## config.mk

```make
export PLATFORM = sky130hd
export DESIGN_NAME = ofdm_payload_rx
export DESIGN_NICKNAME = d
export VERILOG_FILES = /design/src/verilog/ofdm_rx_pkg.sv /design/src/verilog/ofdm_payload_rx.sv /design/src/verilog/ofdm_byte_buffer.sv /design/src/verilog/ofdm_demapper.sv /design/src/verilog/ofdm_carrier_select.sv
export SDC_FILE = /design/constraint.sdc
export NUM_CORES = 1
export LEC_CHECK = 0
export BUFFER_PORTS_ARGS = -buffer_cell sky130_fd_sc_hd__buf_2
export CAP_MARGIN = 20
export CORE_MARGIN = 5
export CORE_UTILIZATION = 30
export CTS_CLUSTER_DIAMETER = 80
export CTS_CLUSTER_SIZE = 8
export DETAILED_ROUTE_END_ITERATION = 8
export HOLD_SLACK_MARGIN = 0.03
export PLACE_DENSITY = 0.56
export SLEW_MARGIN = 20
export SYNTH_ARGS = -nofsm -noshare
export SYNTH_HDL_FRONTEND = slang
export SYNTH_SLANG_ARGS = --single-unit
```

## constraint.sdc

```tcl
create_clock -name clk -period 2.68 [get_ports clk]
set_input_delay 0.536 -clock clk [delete_from_list [all_inputs] [get_ports clk]]
set_output_delay 0.536 -clock clk [all_outputs]
set_load 0.05 [all_outputs]
```

## src/verilog/ofdm_rx_pkg.sv

```systemverilog
package ofdm_rx_pkg;

    //////////////////////////////////////////////////////////////////////
    // Sizes
    //////////////////////////////////////////////////////////////////////

    // I and Q sample width from the FFT
    localparam int SAMPLE_W = 16;

    localparam int N_BINS = 256;
    localparam int BIN_W  = 8;

    // Subcarriers handed to the demapper at once
    localparam int GROUP_SIZE = 8;

    // 192 data subcarriers / 8
    localparam int N_GROUPS = 24;

    // QPSK payload, also the buffer depth
    localparam int MAX_BYTES  = 48;
    localparam int BYTE_CNT_W = 6;

    //////////////////////////////////////////////////////////////////////
    // Subcarrier map
    //////////////////////////////////////////////////////////////////////

    // Bin layout of one 256-point symbol:
    //   0        DC, unused
    //   1..100   positive payload subcarriers
    //   101..155 guard band, unused
    //   156..255 negative payload subcarriers
    localparam logic [N_BINS-1:0] PAYLOAD_MASK =
        {{100{1'b1}}, {55{1'b0}}, {100{1'b1}}, 1'b0};

    // Pilots at +-13, +-38, +-63, +-88
    localparam logic [N_BINS-1:0] PILOT_MASK =
        (N_BINS'(1) << 13)  |
        (N_BINS'(1) << 38)  |
        (N_BINS'(1) << 63)  |
        (N_BINS'(1) << 88)  |
        (N_BINS'(1) << 168) |
        (N_BINS'(1) << 193) |
        (N_BINS'(1) << 218) |
        (N_BINS'(1) << 243);

    // One bit per bin, set where a data subcarrier sits
    localparam logic [N_BINS-1:0] CARRIER_MASK = PAYLOAD_MASK & ~PILOT_MASK;

    //////////////////////////////////////////////////////////////////////
    // Modulation
    //////////////////////////////////////////////////////////////////////

    // BPSK carries 1 bit per subcarrier, QPSK 2 bits
    typedef enum logic [0:0] {
        MOD_BPSK = 1'b0,
        MOD_QPSK = 1'b1
    } modulation_t;

endpackage
```

## src/verilog/ofdm_payload_rx.sv

```systemverilog
module ofdm_payload_rx (
    input  logic                             clk,
    input  logic                             reset,
    input  logic                             sample_valid_i,
    input  logic [ofdm_rx_pkg::SAMPLE_W-1:0] sample_i_i,
    input  logic [ofdm_rx_pkg::SAMPLE_W-1:0] sample_q_i,
    input  ofdm_rx_pkg::modulation_t         modulation_i,
    input  logic                             out_ready_i,
    output logic                             out_valid_o,
    output logic [7:0]                       out_data_o,
    output logic                             payload_done_o
);
    import ofdm_rx_pkg::*;

    // Selector to demapper
    logic                group_valid;
    logic [SAMPLE_W-1:0] group_i [GROUP_SIZE];
    logic [SAMPLE_W-1:0] group_q [GROUP_SIZE];
    modulation_t         group_mod;

    // Demapper to buffer
    logic                bits_valid;
    logic [15:0]         bits;
    modulation_t         bits_mod;

    // Buffer back to selector
    logic                buffer_busy;

    //////////////////////////////////////////////////////////////////////
    // Stages
    //////////////////////////////////////////////////////////////////////

    ofdm_carrier_select i_carrier_select (
        .clk            (clk),
        .reset          (reset),
        .sample_valid_i (sample_valid_i),
        .sample_i_i     (sample_i_i),
        .sample_q_i     (sample_q_i),
        .modulation_i   (modulation_i),
        .buffer_busy_i  (buffer_busy),
        .group_valid_o  (group_valid),
        .group_i_o      (group_i),
        .group_q_o      (group_q),
        .group_mod_o    (group_mod)
    );

    ofdm_demapper i_demapper (
        .clk           (clk),
        .reset         (reset),
        .group_valid_i (group_valid),
        .group_i_i     (group_i),
        .group_q_i     (group_q),
        .group_mod_i   (group_mod),
        .bits_valid_o  (bits_valid),
        .bits_o        (bits),
        .bits_mod_o    (bits_mod)
    );

    ofdm_byte_buffer i_byte_buffer (
        .clk            (clk),
        .reset          (reset),
        .bits_valid_i   (bits_valid),
        .bits_i         (bits),
        .bits_mod_i     (bits_mod),
        .out_ready_i    (out_ready_i),
        .buffer_busy_o  (buffer_busy),
        .out_valid_o    (out_valid_o),
        .out_data_o     (out_data_o),
        .payload_done_o (payload_done_o)
    );

endmodule

```

## src/verilog/ofdm_byte_buffer.sv

```systemverilog
module ofdm_byte_buffer (
    input  logic                     clk,
    input  logic                     reset,
    input  logic                     bits_valid_i,
    input  logic [15:0]              bits_i,
    input  ofdm_rx_pkg::modulation_t bits_mod_i,
    input  logic                     out_ready_i,
    output logic                     buffer_busy_o,
    output logic                     out_valid_o,
    output logic [7:0]               out_data_o,
    output logic                     payload_done_o
);
    import ofdm_rx_pkg::*;

    // Payload of one symbol, byte 0 first
    logic [7:0]                  mem [MAX_BYTES];

    logic [BYTE_CNT_W-1:0]       wr_ptr;
    logic [BYTE_CNT_W-1:0]       rd_ptr;
    // Number of bytes held for the current symbol
    logic [BYTE_CNT_W-1:0]       len_q;
    logic [$clog2(N_GROUPS)-1:0] grp_cnt;

    logic                        write_en;
    logic                        last_group;
    logic                        last_byte;
    logic                        transfer;
    logic [BYTE_CNT_W-1:0]       step;
    logic [BYTE_CNT_W-1:0]       next_wr;

    assign write_en   = bits_valid_i & ~buffer_busy_o;
    assign last_group = (grp_cnt == N_GROUPS - 1);
    assign transfer   = out_valid_o & out_ready_i;
    assign last_byte  = (rd_ptr == len_q - 1'b1);

    // One byte per group for BPSK, two for QPSK
    assign step    = (bits_mod_i == MOD_QPSK) ? BYTE_CNT_W'(2) : BYTE_CNT_W'(1);
    assign next_wr = wr_ptr + step;

    // Read pointer only moves on a transfer, which keeps the byte steady
    // while the consumer stalls
    assign out_data_o = mem[rd_ptr];

    //////////////////////////////////////////////////////////////////////
    // Storage
    //////////////////////////////////////////////////////////////////////

    always_ff @(posedge clk)
    begin
        if (write_en)
        begin
            // LSB first within a byte, low byte of the word goes first
            mem[wr_ptr] <= bits_i[7:0];
            if (bits_mod_i == MOD_QPSK)
            begin
                mem[wr_ptr + 1'b1] <= bits_i[15:8];
            end

            if (last_group)
            begin
                len_q <= next_wr;
            end
        end
    end

    //////////////////////////////////////////////////////////////////////
    // Write side and readout control
    //////////////////////////////////////////////////////////////////////

    always_ff @(posedge clk)
    begin
        if (reset)
        begin
            wr_ptr         <= '0;
            rd_ptr         <= '0;
            grp_cnt        <= '0;
            buffer_busy_o  <= 1'b0;
            out_valid_o    <= 1'b0;
            payload_done_o <= 1'b0;
        end
        else
        begin
            payload_done_o <= 1'b0;

            if (write_en)
            begin
                if (last_group)
                begin
                    // Symbol complete, switch over to readout
                    grp_cnt       <= '0;
                    wr_ptr        <= '0;
                    buffer_busy_o <= 1'b1;
                    out_valid_o   <= 1'b1;
                end
                else
                begin
                    grp_cnt <= grp_cnt + 1'b1;
                    wr_ptr  <= next_wr;
                end
            end

            if (transfer)
            begin
                if (last_byte)
                begin
                    // Back to idle, next sample is bin 0 again
                    rd_ptr         <= '0;
                    out_valid_o    <= 1'b0;
                    buffer_busy_o  <= 1'b0;
                    payload_done_o <= 1'b1;
                end
                else
                begin
                    rd_ptr <= rd_ptr + 1'b1;
                end
            end
        end
    end

endmodule

```

## src/verilog/ofdm_demapper.sv

```systemverilog
module ofdm_demapper (
    input  logic                             clk,
    input  logic                             reset,
    input  logic                             group_valid_i,
    input  logic [ofdm_rx_pkg::SAMPLE_W-1:0] group_i_i [ofdm_rx_pkg::GROUP_SIZE],
    input  logic [ofdm_rx_pkg::SAMPLE_W-1:0] group_q_i [ofdm_rx_pkg::GROUP_SIZE],
    input  ofdm_rx_pkg::modulation_t         group_mod_i,
    output logic                             bits_valid_o,
    output logic [15:0]                      bits_o,
    output ofdm_rx_pkg::modulation_t         bits_mod_o
);
    import ofdm_rx_pkg::*;

    logic [GROUP_SIZE-1:0]   bpsk_bits;
    logic [2*GROUP_SIZE-1:0] qpsk_bits;

    //////////////////////////////////////////////////////////////////////
    // Hard decisions
    //////////////////////////////////////////////////////////////////////

    // A non-negative component decides 1, so the bit is the inverted sign
    always_comb
    begin
        for (int j = 0; j < GROUP_SIZE; j++)
        begin
            bpsk_bits[j]       = ~group_i_i[j][SAMPLE_W-1];
            // I on the even bit, Q on the odd bit
            qpsk_bits[2*j]     = ~group_i_i[j][SAMPLE_W-1];
            qpsk_bits[2*j + 1] = ~group_q_i[j][SAMPLE_W-1];
        end
    end

    //////////////////////////////////////////////////////////////////////
    // Output register
    //////////////////////////////////////////////////////////////////////

    always_ff @(posedge clk)
    begin
        if (reset)
        begin
            bits_valid_o <= 1'b0;
        end
        else
        begin
            bits_valid_o <= group_valid_i;
        end
    end

    always_ff @(posedge clk)
    begin
        if (group_valid_i)
        begin
            bits_mod_o <= group_mod_i;
            if (group_mod_i == MOD_QPSK)
            begin
                bits_o <= qpsk_bits;
            end
            else
            begin
                // BPSK only fills the low byte
                bits_o <= {8'h00, bpsk_bits};
            end
        end
    end

endmodule

```

## src/verilog/ofdm_carrier_select.sv

```systemverilog
module ofdm_carrier_select (
    input  logic                             clk,
    input  logic                             reset,
    input  logic                             sample_valid_i,
    input  logic [ofdm_rx_pkg::SAMPLE_W-1:0] sample_i_i,
    input  logic [ofdm_rx_pkg::SAMPLE_W-1:0] sample_q_i,
    input  ofdm_rx_pkg::modulation_t         modulation_i,
    input  logic                             buffer_busy_i,
    output logic                             group_valid_o,
    output logic [ofdm_rx_pkg::SAMPLE_W-1:0] group_i_o [ofdm_rx_pkg::GROUP_SIZE],
    output logic [ofdm_rx_pkg::SAMPLE_W-1:0] group_q_o [ofdm_rx_pkg::GROUP_SIZE],
    output ofdm_rx_pkg::modulation_t         group_mod_o
);
    import ofdm_rx_pkg::*;

    // Position inside the current symbol
    logic [BIN_W-1:0]              bin_cnt;
    // Next free entry of the group register file
    logic [$clog2(GROUP_SIZE)-1:0] slot_cnt;
    // Set once bin 255 is taken, until the buffer reports busy
    logic                          symbol_full;
    logic                          accept;
    logic                          is_data;
    logic                          last_bin;
    logic                          last_slot;

    // Input is dropped while the previous symbol is still in flight or reading out
    assign accept    = sample_valid_i & ~buffer_busy_i & ~symbol_full;
    assign is_data   = CARRIER_MASK[bin_cnt];
    assign last_bin  = (bin_cnt == N_BINS - 1);
    assign last_slot = (slot_cnt == GROUP_SIZE - 1);

    //////////////////////////////////////////////////////////////////////
    // Bin and slot counters
    //////////////////////////////////////////////////////////////////////

    always_ff @(posedge clk)
    begin
        if (reset)
        begin
            bin_cnt       <= '0;
            slot_cnt      <= '0;
            symbol_full   <= 1'b0;
            group_valid_o <= 1'b0;
            group_mod_o   <= MOD_BPSK;
        end
        else
        begin
            group_valid_o <= 1'b0;

            if (accept)
            begin
                // Counter wraps to 0 after bin 255 by itself
                bin_cnt <= bin_cnt + 1'b1;

                if (bin_cnt == '0)
                begin
                    group_mod_o <= modulation_i;
                end

                if (is_data)
                begin
                    slot_cnt <= slot_cnt + 1'b1;
                    if (last_slot)
                    begin
                        group_valid_o <= 1'b1;
                    end
                end
            end

            // Hold off the next symbol until readout has started
            if (accept && last_bin)
            begin
                symbol_full <= 1'b1;
            end
            else if (buffer_busy_i)
            begin
                symbol_full <= 1'b0;
            end
        end
    end

    //////////////////////////////////////////////////////////////////////
    // Group register file
    //////////////////////////////////////////////////////////////////////

    // Entry 7 is written on the edge that raises group_valid_o, so the
    // whole group is stable while the strobe is high
    always_ff @(posedge clk)
    begin
        if (accept && is_data)
        begin
            group_i_o[slot_cnt] <= sample_i_i;
            group_q_o[slot_cnt] <= sample_q_i;
        end
    end

endmodule

```

After elaboration in Yosys (flattened, before gate mapping)
Memory sizes are Yosys's and may differ from the RTL's. A register that Yosys moved wholly into a read port is not among the register bits.
Cells that the tools add are included.

storage, ports and cells
  bits in registers = 314
  latch bits = 0
  RAM bits = 384
  memory bits (read-only) = 256
  input bits = 37
  output and inout port bits = 10
  word-level logic and storage cells = 115
  memories = 2

memory list
  name               depth  bits a word  rd ports  clocked after Yosys merged registers in  wr ports  line                       text
  i_byte_buffer.mem  48     8            1         1                                        2         ofdm_byte_buffer.sv:16     logic [7:0] mem [MAX_BYTES];
  (name not given)   256    1            1         1                                        0         ofdm_carrier_select.sv:29  assign is_data = CARRIER_MASK[bin_cnt];

operators by class
  $add $sub $neg = 7
  multiply operators = 0
  div/mod/pow operators = 0
  magnitude comparators = 3
  eq/ne operators = 4
  shift-type cells = 0
  mux-type cells = 31
  bitwise operators = 26
  reduce and logical (&&, ||, !) cells = 10

operator list
  cell                 count
  $bwmux 128           2
  $demux 16 s3         1
  $mux 6               4
  $mux 8               3
  $not 1->1            21
  $mux 1               18
  $mux 16              1
  $add 6x1->6 const B  2
  $lt 8x9->1 const B   1
  $add 8x1->8 const B  1
  $eq 8x8->1 const B   1
  $logic_not 8->1      1
  $add 6x6->6          1
  $eq 6x6->1           1
  $reduce_and 2->1     3
  $sub 6x1->6 const B  1
  $add 5x1->5 const B  1
  $eq 5x5->1 const B   1
  $mux 5               1
  $and 1x1->1          4
  $ge 4x4->1 const B   1
  $lt 4x1->1 const B   1
  $not 3->4            1
  $add 3x1->3 const B  1
  other kinds (6)      8

Logic depth before layout (Yosys ltp)
Gate-level depths: netlist of run 1.

  depth after elaboration = 6
  depth in mapped cells = 10
  mapped depth without buffers = 8

Modules after synthesis
A second synthesis of run 1 with hierarchy kept.

second synthesis, totals
  cells, all modules = 1921
  area, all modules = 31509.0 um^2

by module, submodules not included
  module               instances  cells an instance  area an instance (um^2)  seq. area each (um^2)
  ofdm_byte_buffer     1          1513               22183.8                  12231.7
  ofdm_carrier_select  1          372                8649.5                   7987.7
  ofdm_demapper        1          36                 675.6                    530.5

Worst setup path after synthesis of run 1
OpenSTA, ideal clock, no wires.

  path type = register -> output
  start point = register with a tool-made name
  end point = output port out_data_o[0]
  arrival time = 2.761 ns
  data required time = 2.144 ns
  path slack = -0.617 ns
  stages on the path, launching flop included = 8
  path through = dfxtp_1 clkbuf_1 clkbuf_1 clkbuf_1 mux4_2 mux4_2 mux2i_1 o21ai_0

RTL lines
  what       line                   text
  to (decl)  ofdm_payload_rx.sv:10  output logic [7:0] out_data_o,

==> results of run 1 <==
[state kept, by name, indices dropped and copies added, names as in the netlist, named ones only]
signal,flops
i_demapper.bits_mod_o,1
i_byte_buffer.rd_ptr,6
i_carrier_select.group_q_o,8
i_carrier_select.slot_cnt,3
i_demapper.bits_valid_o,1
i_demapper.bits_o,16
i_byte_buffer.grp_cnt,5
i_byte_buffer.len_q,6
i_carrier_select.group_i_o,8
i_carrier_select.symbol_full,1
i_carrier_select.group_mod_o,1
i_carrier_select.group_valid_o,1
i_carrier_select.bin_cnt,8
i_byte_buffer.wr_ptr,6
i_byte_buffer.out_valid_o,1
i_byte_buffer.buffer_busy_o,1
i_byte_buffer.mem,384
i_byte_buffer.payload_done_o,1
i_carrier_select.is_data,1
[per-stage QoR]
step	setup WS (ns)	std cells
after floorplan	0.00156	1565
after global placement	-0.359	2628
after detailed placement	-0.354	2628
after CTS	-0.935	2738
after global routing	-0.942	2737
final	-0.908	2737
[where the power goes]
group	internal, uW	total [uW]	switching [uW]
clock network	4790	7840	3050
logic	47.8	110	62.3
registers	7820	7840	14.5
[routing by layer]
layer	vias to the layer above	track usage	share of wire
met5	-	0	0
met4	0	0.0491	0.028
met3	97	0.0225	0.042
met2	364	0.256	0.50
met1	7397	0.198	0.43
li1	6314	-	-
[layout make-up]
type / count / area, um^2
Sequential cell: 465 / 13600
Timing Repair Buffer: 182 / 1860
Fill cell: 7503 / 50600
Inverter: 9 / 33.8
Multi-Input combinational cell: 936 / 9870
Clock buffer: 88 / 1820
Tap cell: 1050 / 1310
Clock inverter: 7 / 86.3
[worst max-delay path, stage by stage (launching register included)]
cell	delay, ns
dfxtp_4	0.38
buf_8	0.15
buf_12	0.14
mux4_2	0.58
mux4_2	0.55
mux2i_2	0.23
buf_4	0.17
o21ai_2	0.07
buf_6	0.20
[path summary, 6_finish.rpt]
kind / to / cells past startpoint
worst min-delay path: i_carrier_select.group_mod_o / 3
worst max-delay path: out_data_o[6] / 8
worst max register to register: i_byte_buffer.mem[14][5] / 8
worst min register to register: i_byte_buffer.grp_cnt[1] / 2
[synth_stat cells, types with 10 or more instances]
cell / number / area share
edfxtp_1: 423 / 0.53
mux2_2: 388 / 0.18
clkbuf_1: 121 / 0.019
mux4_2: 121 / 0.11
nand2_1: 56 / 0.0088
nor2_1: 56 / 0.0088
dfxtp_1: 42 / 0.035
o21ai_0: 34 / 0.0071
nand3_1: 26 / 0.0054
buf_2: 24 / 0.0050
o22ai_1: 24 / 0.0063
a21oi_1: 20 / 0.0042
mux2i_1: 19 / 0.0079
nor2_2: 18 / 0.0047
xnor2_1: 16 / 0.0059
nor2b_1: 15 / 0.0039
nor3_1: 13 / 0.0027
and2_1: 12 / 0.0031
ha_1: 10 / 0.0052
xor2_1: 10 / 0.0037
[cells by family (layout without fill, tap and decap cells)]
group	after synthesis	in the layout	synth area share
AO/OA/AOI/OAI	115	115	0.0304
XOR/XNOR	26	26	0.00951
adder cells (fa/ha/maj)	11	11	0.00606
buffers and inverters	164	286	0.0273
flip-flops	465	465	0.566
multiplexers	528	528	0.304
AND/OR/NAND/NOR	256	256	0.0570
[what timing repair did]
item,4_1_cts,5_1_grt
endpoints found under the setup margin,32,217
hold buffers,0,0
setup buffers,10,0
cloned,5,1
pin swaps,2,1
resized for setup,31,16
==> results.md, run 1 <==
* Post-synthesis sequential area ratio at 0.566
* Vias/cell at slightly above 5
* Gpl congestion at 0.826
* Yosys warnings at 0
* Netlist cell types at 64
* Total wire length at 65100 um
* Relative slew slack at 0.312
* Overall power at roughly 16000 uW
* Final Setup Violations at 8
* Mapped Area at roughly 24000 um^2
* Final net count at around 1700
* Worst skew pair latency at 0.59 ns
* Initial antenna violation count at 0
* Leading cell type in the layout, fill and taps excluded: edfxtp_1
* Setup CP Type: reg2out
* Fin crit share at 1.34
* Pre-Repair DR Iteration Count at 6
* Initial core utilization at 0.303
* Die height at a little under 300 um
* Worst Min Path Start: modulation_i
* Vias in the first global route at between 10000 and 15000
* Critical path data required time at 2.14 ns
* Residual DRC at 0
* Via count at between 10000 and 15000
* Largest net degree at the start of global routing at a little under 50
* CTS H-tree lvls at 3
* Layout cells sized above 1 at 0.494
* Pwr/cell area at 553 nW/um^2
* Ys async rst share at 0
* Post-route cell area at between 20000 and 30000 um^2
* RSZ-0062 raised after global routing: true
* Initial detailed-routing violation count at about 1100
* Pins over their slew limit at 0
* Worst setup margin at -0.908 ns
* CTS max path bufs at 3
* I/O Pins at 47
* Most frequent cells in the layout: edfxtp_1 (423), mux2_2 (388), buf_4 (126), mux4_2 (121), clkbuf_16 (71)
* Total Routing Usage GR at 0.150
* Max-Cap Viols at 0
* Clock sinks at between 400 and 500
* Post-synth EDFFs at 423
* Critical path peak fanout at 6
* VDD IR-drop max at 446 uV
* Outcome: complete, but fails checks
* CTS tree: yes
* #FFs+latches synth at ~470
* Core area at around 80000 um^2
* Ant. Diodes at 0
* Mapped Avg Cell Area at 15.3 um^2
* GR Overflow Total at 0
* Lkg Pwr at between 0.008 and 0.009 uW
* Violated checks: negative setup slack
* DP Wirelength at 41000 um
* Total CTS buffers at 68
* Reg-to-reg slack, setup at 0.11 ns
* Synthesized instance count at ~1600
* Row cnt at around 100
* Crit path launch type: flop
* Critical Path Sink Type: output port
* Hold Crit Class: in2reg
* Reg2reg start: i_byte_buffer.wr_ptr[0]
* Post-Route Skew at between 0.02 and 0.025 ns
* Placed cell area at between 20000 and 30000 um^2
* Critical Path AT at ~3.1 ns
* Synth Flop Type: edfxtp_1
* Final Hold Violating Endpoints at 0
* Setup TNS at -6.85 ns
* First-pass GRT wire length at 97500 um
* Synthesized net count at ~1600
* Clock transition at path regs at approximately 0.050 ns
* Clk root buf: clkbuf_16
* Max frequency at ~0.28 GHz
* Tmin final at approximately 3.6 ns
* WL/cell at approximately 24 um
* Min Hold Slack at around 0.20 ns
* Die W at slightly below 300 um
* Util after Layout at 0.361
* Number of port buffers at 16
* DIE AREA at ~86000 um^2
* Area Growth Syn to Fin at 19.1%
* Number of routed nets with antenna violations at 0
* Worst-Margin Slew at slightly above 1 ns
Note: power is estimated with default switching activity, not from simulation.
==> inputs of run 2 (changes only) <==
- CTS_BUF_LIST: default -> sky130_fd_sc_hd__clkbuf_16
==> run 2 against run 1 <==
  * Sequential power barely moved
  * Die area did not move
  * Non-clock buffer count did not move
  * Global-route usage did not move
  * Clock power fell by 0.9%
  * Count of clock-buffer cells in the layout fell by 18
  * Register-to-register slack barely moved
  * The run still ends with negative setup slack left
  * Total power fell by 0.45%
  * Final cell count did not move
  * Critical path depth did not move
  * Hold slack barely moved
  * Core utilization did not move
==> results.md, run 2 (synthesis gave the netlist of run 1 again) <==
* Area of the multi-input gates at roughly 10000 um^2
* Row cnt at between 100 and 150
* Critical path peak fanout at 6
* Core area at 79100 um^2
* Initial detailed-routing violation count at between 1000 and 1500
* Gpl congestion at 0.826
* I/O Pins at 47
* Biggest regs: i_byte_buffer.mem: 384 flops, i_demapper.bits_o: 16 flops
* Number of port buffers at 16
* Pins over their slew limit at 0
* CTS H-tree lvls at 3
* Vias/cell at just over 5
* Final Setup Violations at 8
* VDD IR-drop max at roughly 450 uV
* RSZ-0062 raised after global routing: true
* DP Cell Count at around 2600
* Relative slew slack at 0.302
* Non-filler cells in the finished layout at 2737
* First-pass GRT wire length at about 97000 um
* Max frequency at between 0.2 and 0.3 GHz
* Post-Route Skew at slightly above 0.02 ns
* DIE AREA at about 86000 um^2
* Critical path data required time at ~2.1 ns
* Reg area at 13600 um^2
* Violated checks: negative setup slack
* Max FFs per register at 384
* Clk root buf: clkbuf_16
* Initial core utilization at 0.303
* GR Overflow Total at 0
* Ant. Diodes at 0
* CTS Hold Bufs at 0
* Crit path launch type: flop
* Critical Path Sink Type: output port
* Layout cells sized above 1 at 0.494
* DP Wirelength at around 40000 um
* Final Hold Violating Endpoints at 0
* Critical Path AT at between 3 and 4 ns
* Pwr/cell area at about 550 nW/um^2
* Setup TNS at -6.84 ns
* CTS tree: yes
* CTS max path bufs at 3
* Area Growth Syn to Fin at 19.1%
* Number of routed nets with antenna violations at 0
* Most flop-heavy register: i_byte_buffer.mem
* WL/cell at around 24 um
* Die W at about 290 um
* Total CTS buffers at between 60 and 70
* Worst setup margin at -0.908 ns
* Worst skew pair latency at 0.59 ns
* Residual DRC at 0
* Total wire length at about 65000 um
* Largest net degree at the start of global routing at just under 50
* Leading cell type in the layout, fill and taps excluded: edfxtp_1
* Outcome: complete, but fails checks
* Clock sinks at 465
* Fin crit share at 1.34
* Worst-Margin Slew at between 1 and 1.5 ns
* Initial antenna violation count at 0
* Die height at a little under 300 um
* Setup CP Type: reg2out
* Hold Crit Class: in2reg
* Clock transition at path regs at about 0.050 ns
* Total of fill cells in the finished design at ~7500
* Pre-Repair DR Iteration Count at 6
* Total Routing Usage GR at 0.150
* Max-Cap Viols at 0
* Tmin final at 3.59 ns
* Lkg Pwr at between 0.009 and 0.01 uW
* Via count at 14200
* Final net count at around 1700
* Most frequent cells in the layout: edfxtp_1 (423), mux2_2 (388), buf_4 (126), mux4_2 (121), clkbuf_16 (71)
* Vias in the first global route at between 10000 and 15000
-- run 2: changes by cell type in the layout (fill, tap and decap cells not counted), sizes merged --
cell    change
clkbuf     -18
inv        +18
-- run 2: metal layers --
metal  vias up  GRT usage  part of all wire
li1       6318          -                 -
met1      7377      0.198              0.43
met2       398      0.256              0.50
met3       105     0.0225             0.045
met4         0     0.0491             0.029
met5         -          0                 0
-- run 2: area by class of cell --
| cell class | instances | share of cell area |
|---|---|---|
| clock buffer | 70 | 0.0614 |
| clock inverter | 25 | 0.00539 |
| multi-input combinational | 936 | 0.346 |
| timing repair buffer | 182 | 0.0652 |
| sequential | 465 | 0.475 |
| tap | 1050 | 0.0460 |
| inverter | 9 | 0.00118 |
-- run 2: path summary, 6_finish.rpt --
kind	from	end	slack (ns)	cells after the start
worst max-delay path	flop	out_data_o[6]	-0.91	8
worst min-delay path	modulation_i	i_carrier_select.group_mod_o	0.20	3
worst max register to register	i_byte_buffer.wr_ptr[0]	i_byte_buffer.mem[14][5]	0.11	8
worst min register to register	i_byte_buffer.grp_cnt[1]	i_byte_buffer.grp_cnt[1]	0.48	2
-- run 2: what timing repair did --
item / CTS / global route
endpoints found under the hold margin: 0 / 0
buffers inserted: 10 / 0
gates resized for setup: 31 / 16
cloned: 5 / 1
endpoints found under the setup margin: 32 / 217
pin swaps: 2 / 1
-- run 2: through the flow --
| step | power, uW | setup WS, ns | hold WS, ns | util | area, um^2 |
|---|---|---|---|---|---|
| 2_1_floorplan | 8050 | 0.00156 | 0.449 | - | 24000 |
| 3_3_place_gp | 8080 | -0.359 | 0.463 | 0.332 | 26200 |
| 3_5_place_dp | 8080 | -0.354 | 0.470 | 0.332 | 26200 |
| 4_1_cts | 15900 | -0.936 | 0.171 | 0.360 | 28500 |
| 5_1_grt | 16200 | -0.942 | 0.244 | 0.361 | 28500 |
| 6_report | 15700 | -0.908 | 0.202 | 0.361 | 28500 |
-- run 2: critical path, cell delays in order (launching register included) --
cell and delay [ns]:
dfxtp_4 0.38, buf_8 0.15, buf_12 0.14, mux4_2 0.57, mux4_2 0.55, mux2i_2 0.23
buf_4 0.18, o21ai_2 0.07, buf_6 0.20
-- run 2: where the power goes --
group / internal (uW) / switching (uW)
Combinational: 47.8 / 62.9
Sequential: 7820 / 14.6
Clock: 4720 / 3050
==> inputs of run 3 (changes only) <==
- ABC_AREA: default -> 1
- CTS_CLUSTER_SIZE: 8 -> 30
==> run 3 against run 2 <==
  * The flow still finishes with violations (negative setup slack)
  * Sequential cell count unchanged
  * Core utilization fell by 0.37 points
  * Routed wire length rose by 15%
  * Count of clock-buffer cells in the layout is 38 lower
  * Non-clock buffer count grew 47
  * Cell area increased by 0.58%
  * Critical path depth is 5 higher
  * First-iteration DRC count increased by 76%
  * Total power down 15%
  * Clock power fell by 30%
  * Critical endpoint unchanged
  * Highest routed layer is now met5
==> results.md, run 3 <==
* Synth Flop Type: edfxtp_1
* Synth area leaders: edfxtp_1 (52%), nand2_1 (9.7%), o21ai_1 (6.5%), o21ai_0 (4.9%), nor2_1 (4.0%)
* VDD IR-drop max at approximately 400 uV
* CTS H-tree lvls at 1
* Vias/cell at 5.09
* DP Wirelength at around 46000 um
* Netlist cell types at 37
* Worst Min Path Start: modulation_i
* Die height at 294 um
* Total wire length at between 70000 and 80000 um
* Ys async rst share at 0
* Count leader, synth: nand2_1
* Area leader, netlist: edfxtp_1
* Reg2reg start: i_byte_buffer.wr_ptr[1]
* Tmin final at roughly 3.1 ns
* WHS Endpoint: i_carrier_select.group_mod_o
* Synthesized instance count at between 2000 and 3000
* CTS tree: yes
* Non-filler cells in the finished layout at roughly 3700
* Initial antenna violation count at 1
* Lkg Pwr at between 0.01 and 0.015 uW
* Util after Layout at 0.357
* Hold Crit Class: in2reg
* Mapped Area at approximately 24000 um^2
* Yosys warnings at 0
* Total of fill cells in the finished design at 8051
* Final Hold Violating Endpoints at 0
* Post-synth EDFFs at around 420
* Critical path data required time at 2.14 ns
* Crit path largest cell delay at approximately 0.39 ns
* Pins over their slew limit at 0
* Clock sinks at 465
* FF-to-FF path depth at 8
* Synthesized net count at about 2700
* Mapped Avg Cell Area at 9.30 um^2
* Initial core utilization at 0.302
* CTS Hold Bufs at 0
* Setup CP Type: reg2out
* Post-synthesis sequential area ratio at 0.558
* Worst skew pair latency at roughly 0.64 ns
* #FFs+latches synth at 465
* Core area at 80400 um^2
* Clk root buf: clkbuf_16
* WP buf/inv at 5
* Pre-Repair DR Iteration Count at 6
* CP max-delay cell: dfxtp_4
* Number of routed nets with antenna violations at 0
* Max frequency at about 0.32 GHz
* Total CTS buffers at 30
* Ant. Diodes at 0
* Worst setup margin at -0.453 ns
* Critical Path, Cell by Cell: buf_12, inv_16, buf_8, buf_16, nor2_1, o22ai_1, nand2_1, nand2_2, nand2_1, nand3_2, nand3_2, nand2_4, buf_8
* Largest net degree at the start of global routing at 49
* Outcome: complete, but fails checks
* Critical Path AT at 2.60 ns
* Post-Route Skew at about 0.039 ns
* Max-Cap Viols at 0
* Pwr/cell area at between 400 and 500 nW/um^2
* Violated checks: negative setup slack
* Final Setup Violations at 8
* CTS max path bufs at 3
* RSZ-0062 raised after global routing: true
* Leading cell type in the layout, fill and taps excluded: nand2_1
* Residual DRC at 0
* WL/cell at 20.0 um
* Hold path cells at 3
* Layout cells sized above 1 at 0.202
* Total Routing Usage GR at 0.169
* Number of port buffers at 16
* GR Overflow Total at 0
* Via count at 19000
* Reg2reg end: i_byte_buffer.mem[28][3]
* DIE AREA at 86700 um^2
* Row cnt at approximately 100
* Top post-synthesis cells by count: nand2_1 (627), edfxtp_1 (423), o21ai_1 (314)
* Area Growth Syn to Fin at 18.3%
* Crit-path leading delay family: simple AND/OR/NAND/NOR gates
* Initial detailed-routing violation count at approximately 1800
* Clock transition at path regs at around 0.11 ns
* Biggest regs: i_byte_buffer.mem: 384 flops, i_demapper.bits_o: 16 flops
* Max FFs per register at about 380
* Die W at between 200 and 300 um
* Most flop-heavy register: i_byte_buffer.mem
* Post-synth top area share at 0.523
* Gpl congestion at about 0.9
* Fin crit share at 1.17
* Relative slew slack at 0.463
* Reg-to-reg slack, setup at about 0.17 ns
* DP Cell Count at ~3600
* Most frequent cells in the layout: nand2_1 (589), edfxtp_1 (423), o21ai_1 (364), nor2_1 (254), o21ai_0 (178)
* I/O Pins at 47
* Critical path peak fanout at 8
* Setup TNS at -3.37 ns
* Critical Path Sink Type: output port
* Vias in the first global route at 18200
* Worst-Margin Slew at a little over 0.8 ns
* Crit path launch type: flop
* First-pass GRT wire length at about 110000 um
* Final net count at 2703
* Overall power at about 13000 uW
## run 3: cell types whose count changed in the layout (fill, tap and decap cells not counted), moves of 28 or more
cell	before	now
nand2_4	0	58
mux4_2	121	0
mux2_2	388	0
o21ai_1	0	364
o22ai_1	24	67
nand2_1	52	589
o21ai_0	26	178
nand2_2	4	32
nor2_1	56	254
inv_1	27	79
clkbuf_16	71	35
o21ai_2	4	88
## run 3: repair_timing
action                     in CTS  in global routing
setup endpoints to repair       8                  8
pin swaps                      58                 57
resized for setup             178                 57
setup buffers                  16                  0
gates cloned                   17                  3
## run 3: cells by family after synthesis
kind of cell,Yosys count,share of synthesized area
buffers and inverters,308,0.0611
AOI/OAI and AO/OA,768,0.180
adders and majority gates,11,0.00598
and+or+nand+nor,1032,0.185
muxes,7,0.00289
DFF,465,0.558
xor gates and xnor gates,19,0.00686
## run 3: through the flow
step	setup WS [ns]	hold slack [ns]	instance area [um^2]
2_1_floorplan	0.128	0.406	24300
3_3_place_gp	0.0407	0.469	26200
3_5_place_dp	0.0405	0.478	26200
4_1_cts	-0.433	0.157	28500
5_1_grt	-0.523	0.174	28700
6_report	-0.453	0.169	28700
## run 3: per-layer routing
| layer | track usage | vias to the layer above | wire length, um |
|---|---|---|---|
| met5 | 0 | - | 13 |
| met4 | 0.0525 | 2 | 2340 |
| met3 | 0.0228 | 118 | 5430 |
| met2 | 0.270 | 688 | 33900 |
| met1 | 0.238 | 9055 | 33200 |
| li1 | - | 9170 | - |
## run 3: worst register-to-register path, delay by kind of cell (launching register included)
family	cells	cell delay, ns
simple gates	4	0.75
flops	1	0.50
xor+xnor	1	0.41
fa+ha+maj	1	0.25
buf+inv	1	0.21
compound gates	1	0.11
## run 3: how the worst max path moves through the flow
stage | startpoint | endpoint | slack (ns) | cells past startpoint
finish | flop | out_data_o[6] | -0.45 | 13
detailed placement | flop | out_data_o[1] | 0.04 | 10
floorplan | i_byte_buffer.wr_ptr[1] | i_byte_buffer.mem[40][0] | 0.13 | 8
CTS | flop | out_data_o[6] | -0.43 | 12
global placement | flop | out_data_o[1] | 0.04 | 10
global route | flop | out_data_o[4] | -0.52 | 12
## run 3: final cells by class
class | count | area (um^2) | area share
Sequential cell | 465 | 13600 | 0.472
Clock inverter | 24 | 355 | 0.0124
Inverter | 91 | 365 | 0.0127
Timing Repair inverter | 1 | 20.0 | 0.000698
Timing Repair Buffer | 229 | 2630 | 0.0917
Tap cell | 1060 | 1330 | 0.0462
Multi-Input combinational cell | 1837 | 9650 | 0.336
Clock buffer | 32 | 801 | 0.0279
## run 3: power breakdown
group,internal [uW],switching (uW),leakage [uW]
sequential,7810,17.5,0.00416
clock,2410,3060,0.000559
combinational,41.9,80.6,0.00656
